[src/hub_pkg.sv]
/*
 * Shared constants and types for the four-cog hub memory.
 * Sized for four cogs on two memory ports, so a cog number is 2 bits
 * and cog c always uses port c mod 2.
 * The long-address width is not defined here. It is a parameter of the
 * top level.
 * The unused size code 2'b11 is handled as a long wherever it is decoded.
 */
package hub_pkg;

	localparam int NUM_COGS = 4;
	localparam int NUM_PORTS = 2;		// left port even cogs, right port odd cogs
	localparam int COG_ID_WIDTH = 2;
	localparam int LANES = 4;		// bytes per long
	localparam int DATA_WIDTH = 32;

	typedef logic [DATA_WIDTH-1:0] hub_long_t;
	typedef logic [LANES-1:0] hub_byte_en_t;
	typedef logic [COG_ID_WIDTH-1:0] cog_id_t;

	// hub operation carried with every request
	typedef enum logic [1:0]
	{
		OP_READ = 2'b00,
		OP_WRITE = 2'b01,
		OP_COGINIT = 2'b10,	// start lowest stopped cog
		OP_COGSTOP = 2'b11	// stop cog in wdata bits 1:0
	} hub_op_t;

	typedef enum logic [1:0]
	{
		SZ_BYTE = 2'b00,
		SZ_WORD = 2'b01,
		SZ_LONG = 2'b10
	} hub_size_t;

	// coginit result when every cog is already running
	localparam hub_long_t NO_FREE_COG = '1;

endpackage

[src/hub_cog_control.sv]
/*
 * Cog run state and the COGINIT / COGSTOP hub operations.
 * All cogs are stopped in reset; cog 0 is launched on the first
 * cycle after reset is released.
 * At most one control op arrives per cycle, the request stage sees to it.
 * COGINIT picks the lowest stopped cog out of four only.
 */
`timescale 1ns/1ps

module hub_cog_control (
	input logic clk_in,
	input logic reset_in,
	input logic [hub_pkg::NUM_PORTS-1:0] port_valid_i,
	input hub_pkg::hub_op_t port_op_i [hub_pkg::NUM_PORTS],
	input hub_pkg::hub_long_t port_wdata_i [hub_pkg::NUM_PORTS],
	output logic [hub_pkg::NUM_COGS-1:0] cog_running_o,
	output hub_pkg::hub_long_t ctrl_result_o [hub_pkg::NUM_PORTS]
);

	logic launch_pending;		// high until cog 0 has been started
	logic free_found;
	hub_pkg::cog_id_t free_cog;
	hub_pkg::cog_id_t stop_cog [hub_pkg::NUM_PORTS];
	logic [hub_pkg::NUM_COGS-1:0] running_next;
	hub_pkg::hub_long_t result_next [hub_pkg::NUM_PORTS];

	// lowest stopped cog, scanned downwards so the lowest assignment sticks
	always_comb
	begin
		free_found = 1'b0;
		free_cog = '0;
		for (int c = hub_pkg::NUM_COGS - 1; c >= 0; c--)
		begin
			if (!cog_running_o[c])
			begin
				free_found = 1'b1;
				free_cog = hub_pkg::cog_id_t'(c);
			end
		end
	end

	always_comb
	begin
		running_next = cog_running_o;
		if (launch_pending)
			running_next[0] = 1'b1;
		for (int p = 0; p < hub_pkg::NUM_PORTS; p++)
		begin
			stop_cog[p] = port_wdata_i[p][hub_pkg::COG_ID_WIDTH-1:0];
			result_next[p] = '0;
			if (port_valid_i[p] && port_op_i[p] == hub_pkg::OP_COGINIT)
			begin
				if (free_found)
				begin
					running_next[free_cog] = 1'b1;
					result_next[p] = hub_pkg::hub_long_t'(free_cog);
				end
				else
					result_next[p] = hub_pkg::NO_FREE_COG;
			end
			else if (port_valid_i[p] && port_op_i[p] == hub_pkg::OP_COGSTOP)
			begin
				running_next[stop_cog[p]] = 1'b0;	// self stop allowed
				result_next[p] = hub_pkg::hub_long_t'(stop_cog[p]);
			end
		end
	end

	always_ff @(posedge clk_in)
	begin
		if (reset_in)
		begin
			cog_running_o <= '0;
			launch_pending <= 1'b1;
		end
		else
		begin
			cog_running_o <= running_next;
			launch_pending <= 1'b0;
		end
	end

	always_ff @(posedge clk_in)
	begin
		ctrl_result_o <= result_next;
	end

endmodule

[config.mk]
export PLATFORM = sky130hd
export DESIGN_NAME = hub_cog_control
export DESIGN_NICKNAME = d
export VERILOG_FILES = /design/src/hub_pkg.sv /design/src/hub_cog_control.sv
export SDC_FILE = /design/constraint.sdc
export NUM_CORES = 1
export LEC_CHECK = 0
export ABC_AREA = 1
export BUFFER_PORTS_ARGS = -buffer_cell sky130_fd_sc_hd__buf_2
export CAP_MARGIN = 20
export CORE_UTILIZATION = 31
export CTS_CLUSTER_SIZE = 30
export DETAILED_ROUTE_END_ITERATION = 12
export HOLD_SLACK_MARGIN = 0.08
export PLACE_DENSITY_LB_ADDON = 0.3
export SYNTH_ARGS = -nofsm -noshare
export SYNTH_HDL_FRONTEND = slang
export SYNTH_SLANG_ARGS = --single-unit
[constraint.sdc]
create_clock -name clk_in -period 2.5 [get_ports clk_in]
set_clock_uncertainty 0.1 [all_clocks]
set_input_delay 0.375 -clock clk_in [delete_from_list [all_inputs] [get_ports clk_in]]
set_output_delay 0.375 -clock clk_in [all_outputs]
set_load 0.03 [all_outputs]
==> metrics.csv <==
metric,value,unit
outcome,completed,
Gate Count Post-Synth,123,
Final Hold Viols,0,
Hold Crit Class,in -> reg,
worst r2r src,cog_running_o[0]$_SDFF_PP0_,
Setup crit start kind,flop,
worst hold slack,0.1454,ns
clk slew on worst S/H paths,0.07,ns
# clock sinks,11,
DRC,0,
postcts setup bufs,0,
met2 global-route usage,14.97,%
Reg2Reg Depth,4,
Slew Limit Fails,0,
Register Area,220.2,um2
Cells after DPL,175,
Vias/cell,4.123,
Util after Layout,33.78,%
post-synthesis sequential area ratio,24.08,%
initial drt markers,10,
Worst Hold Depth,1,
Power Density,375.0,nW/um2
# H-tree levels,1,
# diodes,0,
cell area after synthesis,914.6,um2
TritonCTS clock tree,done,
Initial Util,32.88,%
Die Ht,56.32,um
Synth Area per Inst,7.436,um2
Buf/Inv on CP,1,
nets,221,
count of maximum capacitance violations,0,
multi-input logic area,221.5,um2
Max Fclk,0.5695,GHz
All-Layer GR Usage,8.329,%
met1 GRT Util,9.429,%
Peak VDD IR,0.2407,mV
Die X,56.32,um
final WL,1440,um
Root Buffer,clkbuf_4,
count of state elements after synthesis,11,
Netlist cell types,19,
fin area,939.7,um2
CP Class,reg -> out,
clock buffer depth,2,
die footprint,3171,um2
Worst R2R End,cog_running_o[2]$_SDFF_PP0_,
hold buffer count at CTS,0,
post-DP HPWL,1197,um
minimum clock period,1.756,ns
R2R setup slack,1.40,ns
via count,738,
most frequent cells in the layout,"buf_2 (79), dfxtp_1 (11), nand2_1 (10)",
Tcrit/Tclk final,70.23,%
Yosys warning count,0,
Worst Hold End,launch_pending$_DFF_P_,
net count after synthesis,195,
Core Area,2781,um2
transition time at the pin with the least slew margin,0.6023,ns
share of post-route cells with drive strength above 1,58.11,%
largest net degree at the start of global routing,31,
WL per Instance,8.045,um
setup tns final,0,ns
"most common cell after layout, fill and taps aside",buf_2,
crit path max fanout,30,
Worst Setup End Kind,output pin,
CP top delay family,flip-flops,
initial antenna violation count,0,
"slowest stage cell, crit path",dfxtp_1,
First-pass DRT Iterations,4,
routability congestion estimate,0.7944,
clk_lat worst skew,0.26,ns
total gr overflow,0,
first-pass GRT wire length,2111,um
worst rel slew slack,59.79,%
Area Growth Syn to Fin,2.736,%
pre-CTS WS,0.9887,ns
# IOs,140,
final std cells w/o fill,179,
Routed Antenna Nets,0,
endpoints failing setup,0,
Placed Area,913.4,um2
post-cts sizing count,0,
row cnt,19,
peak-usage layer in the global routing report,met2,
fillers,298,
PortBufs,79,
Min-Delay Startpoint,reset_in,
RSZ-0062 raised after global routing,no,
GR Util met3,1.382,%
CTS buffer count,3,
Leak Pwr,0.6328,nW
PnR worst setup slack,0.7442,ns
vias in the first global route,514,
CP peak stage delay,0.71,ns
critical-path cell list,buf_2,
"Arr. time, crit path",1.28,ns
critical path required time,2.03,ns
total power,0.3524,mW
## synth_stat cells
cell type,number,area (um2)
nand2_2,1,6.260
dfxtp_1,11,220.2
nand3_2,1,10.01
buf_4,58,435.4
nor2_1,5,18.77
a21oi_1,4,20.02
inv_1,9,33.78
or2_1,2,12.51
nand3_1,7,35.03
nor2_2,1,6.260
nand2_1,10,37.54
clkinv_1,1,3.750
nand4_1,1,6.260
nand3b_1,1,7.510
nor3_1,2,10.01
o21ai_2,1,8.760
o22ai_1,2,12.51
o21ai_0,2,10.01
o21ai_1,4,20.02
## flip-flops by register name, summed over array words and instances (netlist names)
name / flops
ctrl_result_o: 6
cog_running_o: 4
launch_pending: 1
## final cells by class
cell class              count  share of cell area (%)
well taps                  31                   4.128
repair buffers             79                   42.08
multi-input cells          44                   23.57
inverters                  10                   3.995
flip-flops and latches     11                   23.44
clock buffers               4                   2.796
## per-layer routing
metal  share of wire [%]  vias up
li1                    -      383
met1                  40      305
met2                  51       48
met3                 8.5        2
met4                0.42        0
met5                   0        -
## worst max-delay path by stage
stage	cells past startpoint	endpoint	start	slack (ns)
2_1_floorplan	1	ctrl_result_o[10]	ctrl_result_o[30]$_SDFF_PN0_	0.80
3_5_place_dp	1	ctrl_result_o[56]	ctrl_result_o[62]$_SDFF_PP0_	0.99
3_3_place_gp	1	ctrl_result_o[34]	ctrl_result_o[62]$_SDFF_PP0_	1.03
4_1_cts	1	ctrl_result_o[56]	ctrl_result_o[62]$_SDFF_PP0_	0.69
6_report	1	ctrl_result_o[5]	ctrl_result_o[30]$_SDFF_PN0_	0.74
5_1_grt	1	ctrl_result_o[3]	ctrl_result_o[30]$_SDFF_PN0_	0.60
## power breakdown
group / internal [mW] / switching (mW)
sequential: 0.181 / 0.00477
combinational: 0.0182 / 0.0313
clock: 0.0617 / 0.0555
total: 0.261 / 0.0915
## logic make-up after synthesis
| family | share of synthesized area [%] |
|---|---|
| AO/OA/AOI/OAI | 7.798 |
| buffers and inverters | 51.71 |
| AND/OR/NAND/NOR | 16.42 |
| flip-flops | 24.08 |
No activity file was read; power rests on OpenSTA's default activity.
