File: config.mk
export PLATFORM = sky130hd
export DESIGN_NAME = hub_request_stage
export DESIGN_NICKNAME = d
export VERILOG_FILES = /design/src/hub_pkg.sv /design/src/hub_request_stage.sv
export SDC_FILE = /design/constraint.sdc
export NUM_CORES = 1
export LEC_CHECK = 0
export BUFFER_PORTS_ARGS = -buffer_cell sky130_fd_sc_hd__buf_4
export CORE_AREA = 2 2 136 138
export DETAILED_ROUTE_END_ITERATION = 8
export DIE_AREA = 0 0 138 140
export HOLD_SLACK_MARGIN = 0.03
export SETUP_SLACK_MARGIN = 0.15
export SYNTH_ARGS = -nofsm -noshare
export SYNTH_HDL_FRONTEND = slang
export SYNTH_SLANG_ARGS = --single-unit
File: constraint.sdc
create_clock -name clk_in -period 3.4 [get_ports clk_in]
set_clock_uncertainty 0.15 [all_clocks]
set_input_delay 0.68 -clock clk_in [delete_from_list [all_inputs] [get_ports clk_in]]
set_output_delay 0.68 -clock clk_in [all_outputs]
set_load 0.005 [all_outputs]
File: src/hub_pkg.sv
/*
 * Shared constants and types for the four-cog hub memory.
 * Sized for four cogs on two memory ports, so a cog number is 2 bits
 * and cog c always uses port c mod 2.
 * The long-address width is not defined here. It is a parameter of the
 * top level.
 * The unused size code 2'b11 is handled as a long wherever it is decoded.
 */
package hub_pkg;

	localparam int NUM_COGS = 4;
	localparam int NUM_PORTS = 2;		// left port even cogs, right port odd cogs
	localparam int COG_ID_WIDTH = 2;
	localparam int LANES = 4;		// bytes per long
	localparam int DATA_WIDTH = 32;

	typedef logic [DATA_WIDTH-1:0] hub_long_t;
	typedef logic [LANES-1:0] hub_byte_en_t;
	typedef logic [COG_ID_WIDTH-1:0] cog_id_t;

	// hub operation carried with every request
	typedef enum logic [1:0]
	{
		OP_READ = 2'b00,
		OP_WRITE = 2'b01,
		OP_COGINIT = 2'b10,	// start lowest stopped cog
		OP_COGSTOP = 2'b11	// stop cog in wdata bits 1:0
	} hub_op_t;

	typedef enum logic [1:0]
	{
		SZ_BYTE = 2'b00,
		SZ_WORD = 2'b01,
		SZ_LONG = 2'b10
	} hub_size_t;

	// coginit result when every cog is already running
	localparam hub_long_t NO_FREE_COG = '1;

endpackage

File: src/hub_request_stage.sv
/*
 * Time-sliced request capture for the hub.
 * A slot bit toggles every cycle; cog c may only be granted on port c mod 2
 * when the slot equals c div 2, it is running and has nothing in flight.
 * req_i is a level and must hold its fields until the ack is seen.
 * Only one control op is granted per edge; the right port gives way.
 */
`timescale 1ns/1ps

module hub_request_stage #(
	parameter int ADDR_WIDTH = 15
) (
	input logic clk_in,
	input logic reset_in,
	input logic [hub_pkg::NUM_COGS-1:0] req_i,
	input hub_pkg::hub_op_t op_i [hub_pkg::NUM_COGS],
	input logic [ADDR_WIDTH+1:0] addr_i [hub_pkg::NUM_COGS],
	input hub_pkg::hub_size_t size_i [hub_pkg::NUM_COGS],
	input hub_pkg::hub_long_t wdata_i [hub_pkg::NUM_COGS],
	input logic [hub_pkg::NUM_COGS-1:0] cog_running_i,
	input logic [hub_pkg::NUM_COGS-1:0] req_done_i,
	output logic [hub_pkg::NUM_PORTS-1:0] port_valid_o,
	output hub_pkg::cog_id_t port_cog_o [hub_pkg::NUM_PORTS],
	output hub_pkg::hub_op_t port_op_o [hub_pkg::NUM_PORTS],
	output hub_pkg::hub_size_t port_size_o [hub_pkg::NUM_PORTS],
	output logic [1:0] port_lsb_o [hub_pkg::NUM_PORTS],
	output logic [ADDR_WIDTH-1:0] port_addr_o [hub_pkg::NUM_PORTS],
	output hub_pkg::hub_long_t port_wdata_o [hub_pkg::NUM_PORTS],
	output hub_pkg::hub_byte_en_t port_byte_en_o [hub_pkg::NUM_PORTS],
	output logic [hub_pkg::NUM_PORTS-1:0] port_write_o
);

	logic slot;
	logic [hub_pkg::NUM_COGS-1:0] pending;		// access in flight per cog
	logic [hub_pkg::NUM_COGS-1:0] grant_cogs;
	logic [hub_pkg::NUM_PORTS-1:0] want;
	logic [hub_pkg::NUM_PORTS-1:0] is_ctrl;
	logic [hub_pkg::NUM_PORTS-1:0] grant;

	hub_pkg::cog_id_t sel_cog [hub_pkg::NUM_PORTS];
	hub_pkg::hub_op_t cur_op [hub_pkg::NUM_PORTS];
	hub_pkg::hub_size_t cur_size [hub_pkg::NUM_PORTS];
	logic [ADDR_WIDTH+1:0] cur_addr [hub_pkg::NUM_PORTS];
	hub_pkg::hub_long_t cur_wdata [hub_pkg::NUM_PORTS];
	hub_pkg::hub_long_t steer_data [hub_pkg::NUM_PORTS];
	hub_pkg::hub_byte_en_t steer_be [hub_pkg::NUM_PORTS];

	// slot owner per port and the grant decision
	always_comb
	begin
		grant_cogs = '0;
		for (int p = 0; p < hub_pkg::NUM_PORTS; p++)
		begin
			sel_cog[p] = hub_pkg::cog_id_t'(int'(slot) * hub_pkg::NUM_PORTS + p);
			cur_op[p] = op_i[sel_cog[p]];
			cur_size[p] = size_i[sel_cog[p]];
			cur_addr[p] = addr_i[sel_cog[p]];
			cur_wdata[p] = wdata_i[sel_cog[p]];
			want[p] = req_i[sel_cog[p]] && !pending[sel_cog[p]] &&
				cog_running_i[sel_cog[p]];
			is_ctrl[p] = (cur_op[p] == hub_pkg::OP_COGINIT) ||
				(cur_op[p] == hub_pkg::OP_COGSTOP);
		end
		grant = want;
		if (&want && &is_ctrl)
			grant[hub_pkg::NUM_PORTS-1] = 1'b0;	// right port waits for its next slot
		for (int p = 0; p < hub_pkg::NUM_PORTS; p++)
		begin
			if (grant[p])
				grant_cogs[sel_cog[p]] = 1'b1;
		end
	end

	// move byte or word into its lane, form the enables
	always_comb
	begin
		for (int p = 0; p < hub_pkg::NUM_PORTS; p++)
		begin
			steer_data[p] = '0;
			steer_be[p] = '0;
			case (cur_size[p])
				hub_pkg::SZ_BYTE:
				begin
					steer_data[p][{cur_addr[p][1:0], 3'b000} +: 8] = cur_wdata[p][7:0];
					steer_be[p][cur_addr[p][1:0]] = 1'b1;
				end
				hub_pkg::SZ_WORD:
				begin
					steer_data[p][{cur_addr[p][1], 4'b0000} +: 16] = cur_wdata[p][15:0];
					steer_be[p][{cur_addr[p][1], 1'b0} +: 2] = 2'b11;	// bit 0 ignored
				end
				default:
				begin
					steer_data[p] = cur_wdata[p];
					steer_be[p] = '1;
				end
			endcase
			if (cur_op[p] != hub_pkg::OP_WRITE)
				steer_data[p] = cur_wdata[p];	// cogstop operand stays unshifted
		end
	end

	always_ff @(posedge clk_in)
	begin
		if (reset_in)
		begin
			slot <= 1'b0;
			pending <= '0;
			port_valid_o <= '0;
			port_write_o <= '0;
		end
		else
		begin
			slot <= ~slot;
			pending <= (pending & ~req_done_i) | grant_cogs;
			for (int p = 0; p < hub_pkg::NUM_PORTS; p++)
			begin
				port_valid_o[p] <= grant[p];
				port_write_o[p] <= grant[p] && (cur_op[p] == hub_pkg::OP_WRITE);
			end
		end
	end

	// request payload, qualified by port_valid_o downstream
	always_ff @(posedge clk_in)
	begin
		for (int p = 0; p < hub_pkg::NUM_PORTS; p++)
		begin
			port_cog_o[p] <= sel_cog[p];
			port_op_o[p] <= cur_op[p];
			port_size_o[p] <= cur_size[p];
			port_lsb_o[p] <= cur_addr[p][1:0];
			port_addr_o[p] <= cur_addr[p][ADDR_WIDTH+1:2];	// long address
			port_wdata_o[p] <= steer_data[p];
			port_byte_en_o[p] <= steer_be[p];
		end
	end

endmodule

==> run_results.csv, run 1 <==
group,metric,value,unit
sta,fmax,0.363,GHz
run,cap_violations,0,
detailed_routing,detail-route-antenna-nets,0,
sta,tns,0,ps
clock_network,hold_buffers,0,
logic_synthesis,synth_most_common_cell,"dfxtp_1",
sta,relSlewSlack,58.4,%
logic_synthesis,synth_edf_count,0,
logic_synthesis,ys_warn_count,0,
logic_synthesis,yosys.area.top_type_share,47.7,%
status,status,"completed",
logic_synthesis,synth_cells,457,
power,seq_power_share,37.7,%
logic_synthesis,synthTopCellsByCount,"124 x dfxtp_1, 68 x mux2_2, 39 x nand2_1, 38 x mux2i_1, 31 x nor2_1",
power,power_density,507,nW/um^2
clock_network,cts.repair.resized,0,
floorplan,die_x,138,um
clock_network,cts_htree_levels,4,
sta,whs,309,ps
logic_synthesis,synthMuxAreaShare,22.4,%
worst_setup_path,criticalPathCategory,"flop to flop",
logic_synthesis,async_reset_ff_share,0,%
power,netSwitchingFraction,24.3,%
clock_network,cts-root-buf,"clkbuf_16",
logic_synthesis,synthAdderAreaFrac,2.40,%
floorplan,start_util,29.3,%
detailed_routing,via_count,4753,
power,leakage,0.00404,uW
detailed_routing,via_per_inst,4.55,
cells_and_area,antenna_cells,0,
placed_design,dp_hpwl,14200,um
cells_and_area,drive_above_1_share,59.1,%
sta,min_period,2750,ps
logic_synthesis,synth-compound-area-share,12.0,%
global_routing,grt_pass1_vias,4823,
logic_synthesis,yosys.area_share.xor_xnor,0,%
global_routing,antenna_found_initial,0,
detailed_routing,wire_per_inst,17.0,um
logic_synthesis,synth_seq_cells,124,
floorplan,die_area,19300,um^2
sta,setup_ws,648,ps
logic_synthesis,synth_area_leaders,"dfxtp_1 48%, mux2_2 15%, mux2i_1 7.3%",
clock_network,post_cts_buffers,0,
clock_network,clk_latency,410,ps
placed_design,gp_congestion,0.791,
worst_setup_path,cp_slowest_cell,"dfxtp_4",
worst_setup_path,crit_chain,"mux2i_1, buf_4, ha_1, or4b_1, nand2_2, a41oi_2, o31ai_1",
sta,setup_viol,0,
logic_synthesis,syn_nets,693,
worst_setup_path,endpoint_kind,"flop",
hold_path,hold_path_class,"flop to flop",
global_routing,grt_pass1_wl,26600,um
detailed_routing,drt_wl_total,17700,um
detailed_routing,drc,0,
power,power_frac_clock,43.2,%
detailed_routing,dr.pass1.iters,5,
logic_synthesis,syn_area,5210,um^2
sta,tightestPinTransition,607,ps
clock_network,tritoncts.num_buffers,17,
power,max-vdd-ir-drop,0.328,mV
worst_setup_path,cp-start-kind,"flop",
floorplan,ios,348,
power,power_frac_comb,19.0,%
sta,rsz0062_at_grt,"false",
clock_network,clk_pin_slew,60,ps
logic_synthesis,synth.avg_cell_area,11.4,um^2
worst_setup_path,cp_slowest_stage_delay,610,ps
placed_design,dp_slack,603,ps
power,cell_internal_pwr,3310,uW
floorplan,placement_rows,49,
logic_synthesis,synth_area_leader_cell,"dfxtp_1",
logic_synthesis,seq_area_frac_synth,47.7,%
global_routing,grt_usage,17.7,%
logic_synthesis,synthFlopType,"dfxtp_1",
global_routing,grt_max_degree,62,
worst_setup_path,worstPathRequired,3550,ps
sta,final-max-slew-violation-count,0,
sta,finalCritPeriodShare,80.9,%
clock_network,clk_path_buf_depth,2,
worst_setup_path,path_delay_family,"simple AND/OR/NAND/NOR gates",
floorplan,die_y,140,um
clock_network,tritoncts,"built",
clock_network,clock-sinks,124,
worst_setup_path,cp_max_fo,30,
worst_setup_path,arrival,2900,ps
logic_synthesis,yosys.area_share.simple,11.7,%
sta,hold_viol,0,
logic_synthesis,synth_top_family_by_area,"multiplexers",
placed_design,port_buffers,345,
logic_synthesis,synth_cell_types,52,
power,netSwitchingPower,1060,uW
detailed_routing,drt_iter0_markers,140,
worst_setup_path,critPathBufInv,1,
cells_and_area,area_delta_synth_final,65.5,%
cells_and_area,final_util,48.5,%
cells_and_area,final_nets,1039,
floorplan,core,17800,um^2
global_routing,grt-ovfl-total,0,
[path summary, 6_finish.rpt]
check / from / depth (start not counted) / slack, ps / endpoint
max reg2reg: slot / 7 / 650 / port_wdata_o[52]
min reg2reg: pending[1] / 2 / 310 / pending[1]
max: slot / 7 / 650 / port_wdata_o[52]
min: pending[1] / 2 / 310 / pending[1]
[cell families (layout without fill, tap and decap cells)]
family / after synthesis / in the layout
compound gates: 74 / 74
fa+ha+maj: 10 / 10
buf+inv: 33 / 392
flops: 124 / 124
mux: 107 / 107
other cells: 2 / 2
simple gates: 107 / 107
[flip-flops by register name, summed over array words and instances (netlist names), 2 cells and up]
name            count
port_byte_en_o      8
port_op_o           4
port_valid_o        2
port_size_o         4
pending             4
port_write_o        2
port_wdata_o       64
port_addr_o        30
port_lsb_o          4
[through the flow]
step	instances	total power (uW)	instance area [um^2]
2_1_floorplan	457	2010	5210
3_3_place_gp	1013	2520	7990
3_5_place_dp	1013	2520	7990
4_1_cts	1045	4440	8620
5_1_grt	1045	4560	8620
6_report	1045	4370	8620
[power by group through the flow]
stage	clock, uW	combinational (uW)	sequential [uW]
after global placement	0	840	1680
after CTS	1940	845	1650
after floorplan	0	323	1680
final	1890	832	1650
after global routing	2000	901	1660
after detailed placement	0	843	1680
[worst register-to-register path, cell delays in order (launching register included)]
cell and delay (ps):
dfxtp_4 610, mux2i_1 160, buf_4 180, ha_1 190
or4b_1 600, nand2_2 110, a41oi_2 290, o31ai_1 340
[cells in the final DEF, fill, tap and decap left out, types with 3 or more instances in the layout]
cell type   netlist  final
nand4b_1          4      4
mux2_2           68     68
nand2_1          39     39
clkbuf_16         0     17
o31ai_2           3      3
inv_1             8      8
mux2i_1          38     38
and2_1            3      3
bufinv_16         0      3
inv_6             0      3
o22ai_1          16     16
o221ai_1         15     15
clkinvlp_4        0      4
dfxtp_1         124    123
nor2_2            4      5
ha_1             10     10
nand2b_1          3      3
a21oi_1           5      5
nor2_1           31     30
o21ai_0           7      7
buf_4             4    349
o31ai_1          14     14
clkbuf_8          0      3
nand3_1           4      4
[layer usage]
layer  part of all wire (%)  GRT usage, %  vias to the layer above
met5                      0             0                        -
met4                    1.1          5.05                        0
met3                    7.5          6.09                       18
met2                     52          32.1                      211
met1                     39          19.6                     2167
li1                       -             -                     2357
[final cells by class]
class / count / area, um^2
fillers: 1723 / 9160
repair buffers: 350 / 2640
multi-input cells: 300 / 2540
flip-flops and latches: 124 / 2490
clock buffers: 20 / 467
well taps: 229 / 287
clock inverters: 12 / 160
inverters: 10 / 37.5
No activity file was read; power rests on OpenSTA's default activity.
==> inputs of run 2 (changes only) <==
clock period = 2.7 ns   (was 3.4 ns; I/O delays follow)
==> run_results.csv, run 2 (same netlist as run 1, synthesis figures left out) <==
group,metric,value,unit
sta,setup_viol,0,
worst_setup_path,r2r_slack,320,ps
detailed_routing,drt_iter0_markers,99,
clock_network,tritoncts.num_buffers,17,
worst_setup_path,crit_chain,"mux2i_2, ha_1, nand2_1, or4b_1, o22ai_1",
worst_setup_path,cp_slowest_stage_delay,670,ps
worst_setup_path,worstPathRequired,2880,ps
cells_and_area,antenna_cells,0,
sta,finalCritPeriodShare,88.3,%
global_routing,grt_pass1_vias,5065,
cells_and_area,largest_register,"port_wdata_o",
worst_setup_path,endpoint_kind,"flop",
cells_and_area,final_common_cell,"buf_4",
power,power_density,650,nW/um^2
sta,tns,0,ps
cells_and_area,top_regs,"port_wdata_o: 64 flops, port_addr_o: 30 flops, port_byte_en_o: 8 flops",
cells_and_area,area_delta_synth_final,68.0,%
worst_setup_path,arrival,2570,ps
sta,rsz0062_at_grt,"false",
floorplan,die_area,19300,um^2
placed_design,gp_congestion,0.836,
sta,min_period,2380,ps
clock_network,hold_buffers,0,
worst_setup_path,cp_slowest_cell,"or4b_1",
cells_and_area,final_nets,1048,
floorplan,core,17800,um^2
sta,relSlewSlack,57.5,%
global_routing,antenna_found_initial,0,
clock_network,clk_path_buf_depth,2,
detailed_routing,top_layer,"met4",
cells_and_area,nFillCells,1643,
placed_design,dp.cells,1019,
placed_design,port_buffers,345,
sta,tightestPinTransition,620,ps
clock_network,clk_latency,410,ps
status,status,"completed",
clock_network,clk_pin_slew,60,ps
detailed_routing,dr.pass1.iters,4,
clock_network,clock-sinks,124,
clock_network,cts-root-buf,"clkbuf_16",
detailed_routing,met2_length,9200,um
sta,fmax,0.419,GHz
detailed_routing,drt_wl_total,17800,um
floorplan,placement_rows,49,
worst_setup_path,crit_start,"slot",
cells_and_area,layout.cells.non_filler,1054,
detailed_routing,via_count,4813,
detailed_routing,wire_per_inst,16.9,um
cells_and_area,final_cell_mix,"358 x buf_4, 123 x dfxtp_1, 68 x mux2_2",
hold_path,hold_path_class,"input pin to flop",
global_routing,grt_pass1_wl,27500,um
clock_network,tritoncts,"built",
detailed_routing,via_per_inst,4.57,
run,cap_violations,0,
power,max-vdd-ir-drop,0.410,mV
power,leakage,0.00410,uW
worst_setup_path,worstRegToRegCells,5,
worst_setup_path,rr_endpoint,"port_wdata_o[15]",
global_routing,grt_max_degree,61,
sta,hold_viol,0,
global_routing,grt-ovfl-total,0,
worst_setup_path,r2r-start,"slot",
cells_and_area,drive_above_1_share,59.8,%
detailed_routing,detail-route-antenna-nets,0,
worst_setup_path,endpoint,"port_wdata_o[15]",
detailed_routing,drc,0,
placed_design,dp_hpwl,14100,um
floorplan,die_y,140,um
worst_setup_path,criticalPathCategory,"flop to flop",
cells_and_area,largest_reg_flops,64,
detailed_routing,wl_met3,1380,um
power,total_power,5680,uW
detailed_routing,wl_met1,6900,um
global_routing,grt_usage,18.0,%
clock_network,cts_htree_levels,4,
floorplan,start_util,29.3,%
floorplan,die_x,138,um
worst_setup_path,cp-start-kind,"flop",
worst_setup_path,cp_max_fo,17,
floorplan,ios,348,
sta,final-max-slew-violation-count,0,
-- run 2: power by group --
group | switching (uW) | leakage, uW | total (uW) | internal [uW]
Clock | 830 | 0.000313 | 2540 | 1710
Combinational | 435 | 0.00274 | 1070 | 639
Sequential | 57.1 | 0.00104 | 2070 | 2010
Total | 1320 | 0.00410 | 5680 | 4360
-- run 2: per-stage QoR --
step	instance area, um^2	setup slack [ps]	util (%)	hold slack, ps
finish	8750	316	49.2	183
global route	8750	164	49.2	183
CTS	8700	167	48.9	165
detailed placement	8040	164	45.2	305
global placement	8040	232	45.2	298
floorplan	5210	169	-	201
-- run 2: area by class of cell --
class	count	area (um^2)	area share [%]
Timing Repair Buffer	359	2710	31.0
Clock buffer	22	474	5.42
Sequential cell	124	2490	28.4
Inverter	10	37.5	0.429
Tap cell	229	287	3.28
Clock inverter	10	186	2.13
Multi-Input combinational cell	300	2570	29.4
-- run 2: timing repair --
action / 4_1_cts / 5_1_grt
setup endpoints to repair: 3 / 21
buffers inserted: 0 / 3
gates resized for setup: 1 / 4
-- run 2: worst min path at each step --
stage	from	end	slack, ps	cells past startpoint
2_1_floorplan	slot	port_cog_o[1]	200	0
3_3_place_gp	pending[1]	pending[1]	300	2
3_5_place_dp	pending[1]	pending[1]	300	2
4_1_cts	reset_in	slot	170	2
5_1_grt	addr_i[25]	port_addr_o[21]	180	2
6_report	reset_in	slot	180	2
-- run 2: worst max-delay path, delay by kind of cell, from the launching register on --
family          cells  cell delay [ps]
mux                 1              410
flops               1              500
fa+ha+maj           1              280
simple gates        2              730
compound gates      1              230
-- run 2: metal layers --
| layer | up-vias | global-route usage, % |
|---|---|---|
| li1 | 2369 | - |
| met1 | 2205 | 19.7 |
| met2 | 212 | 32.4 |
| met3 | 27 | 6.09 |
| met4 | 0 | 6.87 |
| met5 | - | 0 |
