$ cat src/hub_pkg.sv
/*
 * Shared constants and types for the four-cog hub memory.
 * Sized for four cogs on two memory ports, so a cog number is 2 bits
 * and cog c always uses port c mod 2.
 * The long-address width is not defined here. It is a parameter of the
 * top level.
 * The unused size code 2'b11 is handled as a long wherever it is decoded.
 */
package hub_pkg;

	localparam int NUM_COGS = 4;
	localparam int NUM_PORTS = 2;		// left port even cogs, right port odd cogs
	localparam int COG_ID_WIDTH = 2;
	localparam int LANES = 4;		// bytes per long
	localparam int DATA_WIDTH = 32;

	typedef logic [DATA_WIDTH-1:0] hub_long_t;
	typedef logic [LANES-1:0] hub_byte_en_t;
	typedef logic [COG_ID_WIDTH-1:0] cog_id_t;

	// hub operation carried with every request
	typedef enum logic [1:0]
	{
		OP_READ = 2'b00,
		OP_WRITE = 2'b01,
		OP_COGINIT = 2'b10,	// start lowest stopped cog
		OP_COGSTOP = 2'b11	// stop cog in wdata bits 1:0
	} hub_op_t;

	typedef enum logic [1:0]
	{
		SZ_BYTE = 2'b00,
		SZ_WORD = 2'b01,
		SZ_LONG = 2'b10
	} hub_size_t;

	// coginit result when every cog is already running
	localparam hub_long_t NO_FREE_COG = '1;

endpackage

$ cat src/hub_response_stage.sv
/*
 * Returns results to the cogs one cycle after the memory read.
 * Byte and word reads are taken from their lanes and zero-extended.
 * Control ops return the control result; writes leave rdata_o as it was.
 * ack_o is a one-cycle pulse with no back-pressure.
 * req_done_o is combinational so the request stage frees the cog on
 * the same edge that raises its ack.
 */
`timescale 1ns/1ps

module hub_response_stage (
	input logic clk_in,
	input logic reset_in,
	input hub_pkg::hub_long_t rd_long_i [hub_pkg::NUM_PORTS],
	input logic [hub_pkg::NUM_PORTS-1:0] rd_valid_i,
	input hub_pkg::cog_id_t rd_cog_i [hub_pkg::NUM_PORTS],
	input hub_pkg::hub_op_t rd_op_i [hub_pkg::NUM_PORTS],
	input hub_pkg::hub_size_t rd_size_i [hub_pkg::NUM_PORTS],
	input logic [1:0] rd_lsb_i [hub_pkg::NUM_PORTS],
	input hub_pkg::hub_long_t ctrl_result_i [hub_pkg::NUM_PORTS],
	output logic [hub_pkg::NUM_COGS-1:0] ack_o,
	output hub_pkg::hub_long_t rdata_o [hub_pkg::NUM_COGS],
	output logic [hub_pkg::NUM_COGS-1:0] req_done_o
);

	hub_pkg::hub_long_t aligned [hub_pkg::NUM_PORTS];
	hub_pkg::hub_long_t result [hub_pkg::NUM_PORTS];
	logic [hub_pkg::NUM_PORTS-1:0] update;		// port carries data back

	always_comb
	begin
		for (int p = 0; p < hub_pkg::NUM_PORTS; p++)
		begin
			case (rd_size_i[p])
				hub_pkg::SZ_BYTE:
					aligned[p] = hub_pkg::hub_long_t'(rd_long_i[p][{rd_lsb_i[p], 3'b000} +: 8]);
				hub_pkg::SZ_WORD:
					aligned[p] = hub_pkg::hub_long_t'(rd_long_i[p][{rd_lsb_i[p][1], 4'b0000} +: 16]);
				default:
					aligned[p] = rd_long_i[p];	// long, low bits ignored
			endcase
			if (rd_op_i[p] == hub_pkg::OP_READ)
				result[p] = aligned[p];
			else
				result[p] = ctrl_result_i[p];
			update[p] = rd_valid_i[p] && (rd_op_i[p] != hub_pkg::OP_WRITE);
		end
	end

	always_comb
	begin
		req_done_o = '0;
		for (int p = 0; p < hub_pkg::NUM_PORTS; p++)
		begin
			if (rd_valid_i[p])
				req_done_o[rd_cog_i[p]] = 1'b1;
		end
	end

	always_ff @(posedge clk_in)
	begin
		if (reset_in)
			ack_o <= '0;
		else
			ack_o <= req_done_o;
	end

	// each cog only ever appears on its own port
	always_ff @(posedge clk_in)
	begin
		for (int p = 0; p < hub_pkg::NUM_PORTS; p++)
		begin
			if (update[p])
				rdata_o[rd_cog_i[p]] <= result[p];
		end
	end

endmodule

$ cat config.mk
export PLATFORM = sky130hd
export DESIGN_NAME = hub_response_stage
export DESIGN_NICKNAME = d
export VERILOG_FILES = /design/src/hub_pkg.sv /design/src/hub_response_stage.sv
export SDC_FILE = /design/constraint.sdc
export NUM_CORES = 1
export LEC_CHECK = 0
export ABC_AREA = 1
export BUFFER_PORTS_ARGS = -buffer_cell sky130_fd_sc_hd__buf_2
export CAP_MARGIN = 15
export CORE_AREA = 4 4 135 137
export DETAILED_ROUTE_END_ITERATION = 6
export DIE_AREA = 0 0 139 141
export GPL_TIMING_DRIVEN = 0
export PLACE_DENSITY = 0.76
export SYNTH_ARGS = -nofsm -noshare
export SYNTH_HDL_FRONTEND = slang
export SYNTH_SLANG_ARGS = --single-unit
export TNS_END_PERCENT = 50
$ cat constraint.sdc
create_clock -name clk_in -period 1.05 [get_ports clk_in]
set_clock_uncertainty 0.05 [all_clocks]
set_input_delay 0.105 -clock clk_in [delete_from_list [all_inputs] [get_ports clk_in]]
set_output_delay 0.105 -clock clk_in [all_outputs]
set_load 0.01 [all_outputs]
==> flow_metrics.py, run 1 <==
metrics = {
    "finish": {
        "drive_above_1_share_pct": 40.1,
        "final_area_um2": 11300,
        "diodes": 0,
        "areaGrowthSynthToFinish_pct": 49.9,
        "nNetsFinal": 1682,
        "final_util_pct": 66.0,
    },
    "clock_tree": {
        "clock_latency_ns": 0.43,
        "h-tree-depth": 4,
        "cts_root_buf": "clkbuf_16",
        "cts_tree": "built",
        "cts_made_buffers": 17,
        "clockBufferDepth": 2,
        "cts_sinks": 132,
        "clkTransAtPathRegs_ns": 0.06,
    },
    "timing": {
        "slew_violations": 0,
        "setup_viol": 18,
        "hold_viol_final": 3,
        "relSlewSlack_pct": 70.2,
        "hold-worst-slack_ns": -0.00707,
        "rsz0062_at_grt": "true",
        "tns_ns": -0.251,
        "period_share_pct": 104,
        "min_period_ns": 1.09,
        "worst_slack_ns": -0.0370,
        "fmax_mhz": 920,
        "worst_pin_slew_ns": 0.446,
    },
    "worst_setup_path": {
        "path_class": "in -> reg",
        "cp_num_buf_inv": 3,
        "cp_top_family": "compound AO/OA/AOI/OAI gates",
        "startpoint_type": "input port",
        "slowest_delay_ns": 0.40,
        "reg2reg_setup_slack_ns": 0.09,
        "reg2reg_to": "rdata_o[73]",
        "crit_arrival_ns": 1.33,
        "regToRegStartpoint": "rdata_o[73]",
        "cp_max_fo": 10,
        "crit_path_cell_trace": "buf_2 > nor2_4 > inv_1 > buf_2 > a21oi_2 > o22ai_1",
        "end_kind": "flop",
        "crit_required_ns": 1.30,
        "crit_slowest_cell": "a21oi_2",
        "cp_common_cell": "buf_2",
        "rr_worst_depth": 4,
    },
    "logic_synthesis": {
        "ys_seq_elements": 132,
        "yosysSeqAreaShare_pct": 35.2,
        "yosysWarnings": 0,
        "syn_area_um2": 7510,
        "yosys_most_used_dff": "dfxtp_1",
        "synth_nets": 1360,
        "synth_edf_count": 0,
        "syn_inst": 1212,
        "synth_cell_types": 25,
        "synth_area_per_cell_um2": 6.19,
        "async_flop_share_pct": 0,
    },
    "floorplan": {
        "die_y_um": 141,
        "start_util_pct": 44.0,
        "dieWidth_um": 139,
        "ioPinCount": 284,
        "rows": 48,
        "dieArea_um2": 19600,
        "core_area_um2": 17100,
    },
    "route": {
        "drc": 2,
        "routed_wl_um": 34100,
        "wire_per_inst_um": 19.2,
        "dr.pass1.iters": 7,
        "ant_nets": 0,
        "drt-initial-drc-count": 952,
        "viasPerCell": 5.60,
        "vias": 9919,
    },
    "global_route": {
        "gr-usage-all-layers_pct": 32.4,
        "grt_max_degree": 17,
        "antenna_found_initial": 0,
        "grt_pass1_wl_um": 50000,
        "grt_pass1_vias": 9110,
        "grt_overflow": 0,
    },
    "placed_design": {
        "port_buffers": 279,
        "pre_cts_ws_ns": -0.703,
        "dpl_cell_area_um2": 9240,
        "globalplace.congestion": 1.02,
        "hpwl_um": 25300,
    },
    "worst_hold_path": {
        "hold_path_depth": 5,
        "min_to": "rdata_o[43]",
        "hold_class": "in -> reg",
        "min-delay-start": "ctrl_result_i[11]",
    },
    "outcome": {
        "status": "complete, but fails checks",
        "violations": "design-rule violations, negative hold slack, negative setup slack",
    },
    "run": {
        "maxCapViolCount": 0,
    },
    "power_and_ir_drop": {
        "ir_worst_vdd_mv": 1.26,
        "p_per_area_nw_per_um2": 1800,
        "p_total_mw": 20.3,
        "leakagePower_nw": 5.60,
    },
}
==> tightest hold or removal path, cell delays in order <==
cell,delay [ns]
buf_2,0.09
o21ai_2,0.10
nand2_1,0.07
nand2_1,0.04
inv_1,0.04
==> flip-flops by register name (all words and copies together), names as in the netlist <==
name	count
rdata_o	128
ack_o	4
==> layer usage <==
layer / part of all wire [%] / track usage [%] / vias up
met3: 12 / 8.04 / 127
met1: 38 / 41.9 / 4496
li1: - / - / 4575
met4: 4.0 / 11.9 / 0
met2: 46 / 52.8 / 721
met5: 0 / 0 / -
==> cell usage in the layout (no fill, tap or decap), types with 15 or more instances in the layout <==
cell type / instances
a21oi_1: 75
a21oi_2: 16
buf_2: 199
buf_4: 26
buf_6: 113
clkbuf_16: 17
dfxtp_2: 121
dlygate4sd3_1: 16
inv_1: 97
nand2_1: 415
nand3_1: 101
nand3_2: 15
nor2_1: 68
o21ai_0: 55
o21ai_1: 20
o22ai_1: 48
or2_2: 23
==> worst max-delay path by stage <==
stage                       startpoint            to  slack (ns)  depth (start not counted)
after floorplan           rd_size_i[3]  rdata_o[126]       -0.02                          6
after global placement      rd_op_i[3]   rdata_o[74]       -0.70                          9
after detailed placement    rd_op_i[0]   rdata_o[19]       -0.70                          6
after CTS                 rdata_o[104]  rdata_o[104]       -0.02                          1
after global routing        rd_op_i[0]   rdata_o[50]       -0.05                          6
final                       rd_op_i[0]   rdata_o[50]       -0.04                          6
==> layout make-up <==
type | count | area, µm²
inverters | 107 | 409
flip-flops and latches | 132 | 2810
repair buffers | 303 | 2300
plain buffers | 75 | 492
clock inverters | 15 | 195
well taps | 225 | 282
clock buffers | 17 | 425
multi-input cells | 898 | 4340
fillers | 1520 | 5800
==> cell families after synthesis <==
logic type,synth area share (%)
AO/OA/AOI/OAI,17.2
AND/OR/NAND/NOR,36.9
buffers and inverters,10.7
flip-flops,35.2
==> power breakdown <==
part / internal [mW] / switching (mW) / leakage (nW) / total (mW)
clock: 3.81 / 2.59 / 0.296 / 6.40
sequential: 6.41 / 0.973 / 1.12 / 7.39
combinational: 3.29 / 3.21 / 4.18 / 6.49
total: 13.5 / 6.77 / 5.60 / 20.3
==> timing repair <==
item | in CTS | in global routing
hold buffers | 14 | 2
pin swaps | 2 | 6
setup buffers | 2 | 6
resized for setup | 214 | 146
hold endpoints to repair | 23 | 2
setup endpoints to repair | 243 | 210
==> per-stage QoR <==
step	cells	hold slack, ns
after floorplan	1212	0.124
after global placement	1716	0.262
after detailed placement	1716	0.262
after CTS	1764	0.00315
after global routing	1772	0.0135
final	1772	-0.00707
==> synth_stat cells, types with 8 or more instances <==
library cell  count  area (µm²)
o21ai_0          66         330
dfxtp_1         132        2640
a21oi_1          92         460
o22ai_1          48         300
nand2_1         427        1600
o211ai_1          9        67.6
inv_1            97         364
inv_2            10        37.5
buf_2            44         220
o21ai_1          15        75.1
or2_2            24         150
nand3_1         114         571
nor2_1           74         278
nand3b_1          8        60.1
buf_4            14         105
clkbuf_1         14        52.6
No activity file was read; power rests on OpenSTA's default activity.
==> inputs of run 2 (changes only) <==
PLACE_DENSITY = 0.73   (was 0.76)
clock period = 1.2 ns   (was 1.05 ns; I/O delays follow)
==> run 2 against run 1 <==
Power decreased by 21%. Final area down 11%. The run ends with negative setup slack left. Critical endpoint is now rdata_o[12]. Count of clock-buffer cells in the layout is the same. Final cell count is 1.0% lower. Sequential cell count unchanged. Combinational power is 29% lower.
==> flow_metrics.py, run 2 (synthesis results as in run 1) <==
metrics = {
    "floorplan": {
        "dieArea_um2": 19600,
        "ioPinCount": 284,
        "dieWidth_um": 139,
        "core_area_um2": 17100,
        "start_util_pct": 44.0,
        "rows": 48,
        "die_y_um": 141,
    },
    "timing": {
        "worst_slack_ns": -0.000855,
        "hold_viol_final": 0,
        "slew_violations": 0,
        "relSlewSlack_pct": 51.5,
        "fmax_mhz": 833,
        "min_period_ns": 1.20,
        "worst_pin_slew_ns": 0.720,
        "tns_ns": -0.000855,
        "period_share_pct": 100,
        "rsz0062_at_grt": "true",
        "setup_viol": 1,
    },
    "outcome": {
        "status": "complete, but fails checks",
        "violations": "negative setup slack",
    },
    "worst_setup_path": {
        "slowest_delay_ns": 0.28,
        "crit_slowest_cell": "nor2_4",
        "reg2reg_setup_slack_ns": 0.37,
        "cp_max_fo": 10,
        "path_class": "in -> reg",
        "end_kind": "flop",
        "rr_worst_depth": 4,
        "crit_end": "rdata_o[12]",
        "crit_path_cell_trace": "buf_2 > nor2_4 > buf_6 > buf_4 > nand3_1 > nand3_1 > nand2_1 > nand2_1 > inv_1",
        "critPathLaunch": "rd_op_i[2]",
        "reg2reg_to": "rdata_o[69]",
        "crit_arrival_ns": 1.48,
        "startpoint_type": "input port",
        "regToRegStartpoint": "rdata_o[69]",
        "crit_required_ns": 1.48,
    },
    "clock_tree": {
        "cts_tree": "built",
        "cts_setup_buffers": 0,
        "cts_made_buffers": 17,
        "clockBufferDepth": 2,
        "cts_root_buf": "clkbuf_16",
        "clock_latency_ns": 0.42,
        "h-tree-depth": 4,
        "cts_sinks": 132,
        "clkTransAtPathRegs_ns": 0.06,
    },
    "run": {
        "maxCapViolCount": 0,
    },
    "global_route": {
        "antenna_found_initial": 0,
        "grt_pass1_vias": 9050,
        "grt_overflow": 0,
        "grt_max_degree": 17,
        "gr-usage-all-layers_pct": 32.1,
        "grt_pass1_wl_um": 49500,
    },
    "finish": {
        "final_area_um2": 9980,
        "n_fill_cell": 1782,
        "nNetsFinal": 1664,
        "areaGrowthSynthToFinish_pct": 32.9,
        "layout_commonest_cell": "nand2_1",
        "diodes": 0,
        "layout_common_cells": "421 x nand2_1, 320 x buf_2, 132 x dfxtp_1",
        "largest_register_ffs": 128,
        "drive_above_1_share_pct": 29.5,
    },
    "placed_design": {
        "globalplace.congestion": 0.988,
        "hpwl_um": 25700,
        "dpl_cell_area_um2": 9190,
        "port_buffers": 279,
    },
    "route": {
        "drt-initial-drc-count": 1017,
        "drc": 0,
        "ant_nets": 0,
        "wire_per_inst_um": 18.8,
        "vias": 9626,
        "dr.pass1.iters": 6,
        "viasPerCell": 5.49,
        "routed_wl_um": 33100,
    },
    "power_and_ir_drop": {
        "p_per_area_nw_per_um2": 1610,
        "ir_worst_vdd_mv": 1.07,
        "leakagePower_nw": 5.22,
    },
    "worst_hold_path": {
        "hold_class": "in -> reg",
    },
}
-- run 2: changes by cell type in the layout (fill, tap and decap cells not counted), moves of 6 or more --
cell,previous run,this run
o21ai_0,55,63
dfxtp_2,121,0
nand2_2,13,7
clkbuf_1,1,9
buf_2,199,320
clkbuf_4,12,4
dlygate4sd3_1,16,6
dfxtp_1,7,132
buf_6,113,2
nand3_1,101,110
nand2_1,415,421
nand3_2,15,8
a21oi_1,75,81
buf_4,26,13
-- run 2: power breakdown --
part | switching [mW] | leakage, nW | internal (mW)
sequential | 0.663 | 1.11 | 5.39
clock | 2.28 | 0.277 | 3.11
combinational | 2.71 | 3.83 | 1.89
-- run 2: how the worst min path moves through the flow --
stage / slack, ns / cells past startpoint / startpoint / to
CTS: 0.001 / 3 / rd_valid_i[0] / ack_o[0]
floorplan: 0.14 / 1 / reset_in / ack_o[0]
global placement: 0.28 / 2 / reset_in / ack_o[1]
finish: 0.02 / 3 / ctrl_result_i[27] / rdata_o[123]
global route: 0.02 / 3 / ctrl_result_i[23] / rdata_o[23]
detailed placement: 0.28 / 2 / reset_in / ack_o[3]
-- run 2: what timing repair did --
| action | in CTS | in global routing |
|---|---|---|
| setup endpoints to repair | 98 | 121 |
| hold buffers | 5 | 1 |
| pin swaps | 0 | 2 |
| gates resized for setup | 4 | 46 |
| endpoints found under the hold margin | 5 | 1 |
-- run 2: cell type report --
type	instances	area (µm²)	share of cell area [%]
buffer	75	419	4.20
clock buffer	17	425	4.26
clock inverter	15	169	1.69
inverter	107	402	4.03
multi-input combinational	898	4180	41.9
sequential	132	2640	26.5
tap	225	282	2.82
timing repair buffer	285	1460	14.6
-- run 2: through the flow --
stage                     hold WS, ns  utilization, %  power (mW)  setup WS, ns  std cells
final                          0.0186            58.5        16.0     -0.000855       1754
after global routing           0.0225            58.5        16.7       -0.0375       1754
after CTS                     0.00118            57.7        15.9       -0.0413       1753
after detailed placement        0.278            53.9        10.6        -0.604       1716
after global placement          0.278            53.9        10.5        -0.625       1716
after floorplan                 0.139               -        8.49        0.0846       1212
-- run 2: layer usage --
metal	vias to the layer above	share of wire [%]	global-route usage [%]
met5	-	0	0
met2	610	45	52.1
met3	91	11	6.75
met1	4391	41	42.4
li1	4534	-	-
met4	0	3.4	11.7
-- run 2: worst max-delay path, delay by kind of cell --
kind	cells	cell delay, ns
buffers and inverters	4	0.53
and+or+nand+nor	5	0.81
==> inputs of run 3 (changes only) <==
CORE_AREA = 2 2 133 135   (was 4 4 135 137)
DIE_AREA = 0 0 135 137   (was 0 0 139 141)
PLACE_DENSITY = 0.77   (was 0.73)
==> run 3 against run 2 <==
The flow finishes with violations (design-rule violations, negative hold slack). Register-to-register slack barely moved. Sequential cell count did not move. Final cell count rose by 0.11%. Critical path depth fell by 8. Fmax rose by 3.5%. Core utilization fell by 0.28 points. Worst setup slack improved by 0.041 ns. Global-route usage rose by 1.3 points. Sequential power barely moved. Largest cell class unchanged.
==> flow_metrics.py, run 3 (synthesis results as in run 1) <==
metrics = {
    "clock_tree": {
        "cts_tree": "built",
        "cts_setup_buffers": 0,
        "cts_made_buffers": 17,
        "clkTransAtPathRegs_ns": 0.06,
        "clockBufferDepth": 2,
        "h-tree-depth": 4,
        "cts_root_buf": "clkbuf_16",
        "clock_latency_ns": 0.43,
        "cts_sinks": 132,
    },
    "run": {
        "maxCapViolCount": 0,
    },
    "worst_hold_path": {
        "hold_class": "in -> reg",
        "min-delay-start": "ctrl_result_i[25]",
    },
    "timing": {
        "hold_viol_final": 1,
        "setup_viol": 0,
        "slew_violations": 0,
        "worst_pin_slew_ns": 0.795,
        "period_share_pct": 96.6,
        "rsz0062_at_grt": "true",
        "min_period_ns": 1.16,
        "tns_ns": 0,
        "relSlewSlack_pct": 46.4,
        "hold-worst-slack_ns": -0.0198,
        "fmax_mhz": 862,
    },
    "finish": {
        "nNetsFinal": 1666,
        "instances_no_fill": 1756,
        "diodes": 0,
        "seqCellArea_um2": 2640,
        "largest_register_ffs": 128,
        "final_util_pct": 58.2,
        "areaGrowthSynthToFinish_pct": 32.3,
        "n_fill_cell": 1770,
        "multiInputGateArea_um2": 4140,
        "layout_common_cells": "426 x nand2_1, 320 x buf_2, 132 x dfxtp_1",
        "layout_commonest_cell": "nand2_1",
        "drive_above_1_share_pct": 28.6,
    },
    "worst_setup_path": {
        "regToRegStartpoint": "rdata_o[108]",
        "crit_arrival_ns": 0.99,
        "crit_slowest_cell": "dfxtp_1",
        "cp_top_family": "flip-flops",
        "critPathLaunch": "rdata_o[69]",
        "end_kind": "output port",
        "path_class": "reg -> out",
        "crit_path_cell_trace": "buf_2",
        "reg2reg_setup_slack_ns": 0.37,
        "cp_max_fo": 2,
        "startpoint_type": "flop",
        "cp_num_buf_inv": 1,
        "slowest_delay_ns": 0.40,
        "crit_required_ns": 1.03,
    },
    "floorplan": {
        "die_y_um": 137,
        "core_area_um2": 17100,
        "rows": 48,
        "start_util_pct": 44.0,
        "dieArea_um2": 18500,
        "ioPinCount": 284,
        "dieWidth_um": 135,
    },
    "route": {
        "viasPerCell": 5.42,
        "routed_wl_um": 31800,
        "dr.pass1.iters": 7,
        "ant_nets": 0,
        "drt-initial-drc-count": 935,
        "wire_per_inst_um": 18.1,
        "drc": 1,
        "vias": 9510,
    },
    "outcome": {
        "status": "complete, but fails checks",
        "violations": "design-rule violations, negative hold slack",
    },
    "placed_design": {
        "port_buffers": 279,
        "dp.cells": 1716,
        "hpwl_um": 25100,
        "globalplace.congestion": 0.997,
    },
    "power_and_ir_drop": {
        "p_per_area_nw_per_um2": 1590,
        "ir_worst_vdd_mv": 1.18,
        "p_total_mw": 15.8,
        "leakagePower_nw": 5.21,
    },
    "global_route": {
        "top_usage_layer": "met2",
        "grt_pass1_vias": 8521,
        "antenna_found_initial": 0,
        "grt_use_met2_pct": 53.2,
        "grt_max_degree": 17,
        "grt_use_met1_pct": 43.4,
        "grt_overflow": 0,
        "gr-usage-all-layers_pct": 33.5,
        "grt_pass1_wl_um": 46800,
        "grt_util_met3_pct": 8.15,
    },
}
-- run 3: cell types whose count changed in the layout (fill, tap and decap cells not counted), moves of 3 or more --
cell / before / now
clkbuf_1: 9 / 12
clkbuf_2: 6 / 3
inv_6: 5 / 8
nand2_1: 421 / 426
nand2_2: 7 / 2
-- run 3: through the flow --
step           setup slack [ns]  instance area, µm²
3_3_place_gp             -0.512                9190
5_1_grt                 -0.0146                9930
2_1_floorplan            0.0846                7510
6_report                 0.0403                9930
4_1_cts                 0.00586                9840
3_5_place_dp             -0.512                9190
-- run 3: metal layers --
layer  part of all wire (%)  vias up
met5                      0        -
li1                       -     4543
met1                     40     4283
met4                    3.8        0
met3                     11       91
met2                     45      593
-- run 3: power breakdown --
part / internal [mW] / switching (mW)
registers: 5.39 / 0.675
clock network: 2.96 / 2.20
logic: 1.88 / 2.68
-- run 3: final cells by class --
| class | instances | area share, % |
|---|---|---|
| clock inverter | 14 | 1.40 |
| tap | 225 | 2.84 |
| timing repair buffer | 287 | 14.9 |
| buffer | 75 | 4.11 |
| clock buffer | 18 | 4.42 |
| sequential | 132 | 26.6 |
| multi-input combinational | 898 | 41.7 |
| inverter | 107 | 4.04 |
-- run 3: final timing paths --
| kind | end | cells after the start |
|---|---|---|
| max reg2reg | rdata_o[108] | 4 |
| min | rdata_o[121] | 3 |
| min reg2reg | rdata_o[121] | 2 |
| max | rdata_o[69] | 1 |
-- run 3: what timing repair did --
action                     CTS  global route
gates resized for setup      4            25
hold endpoints to repair     6             2
gates cloned                 0             0
setup endpoints to repair   18            80
hold buffers                 6             2
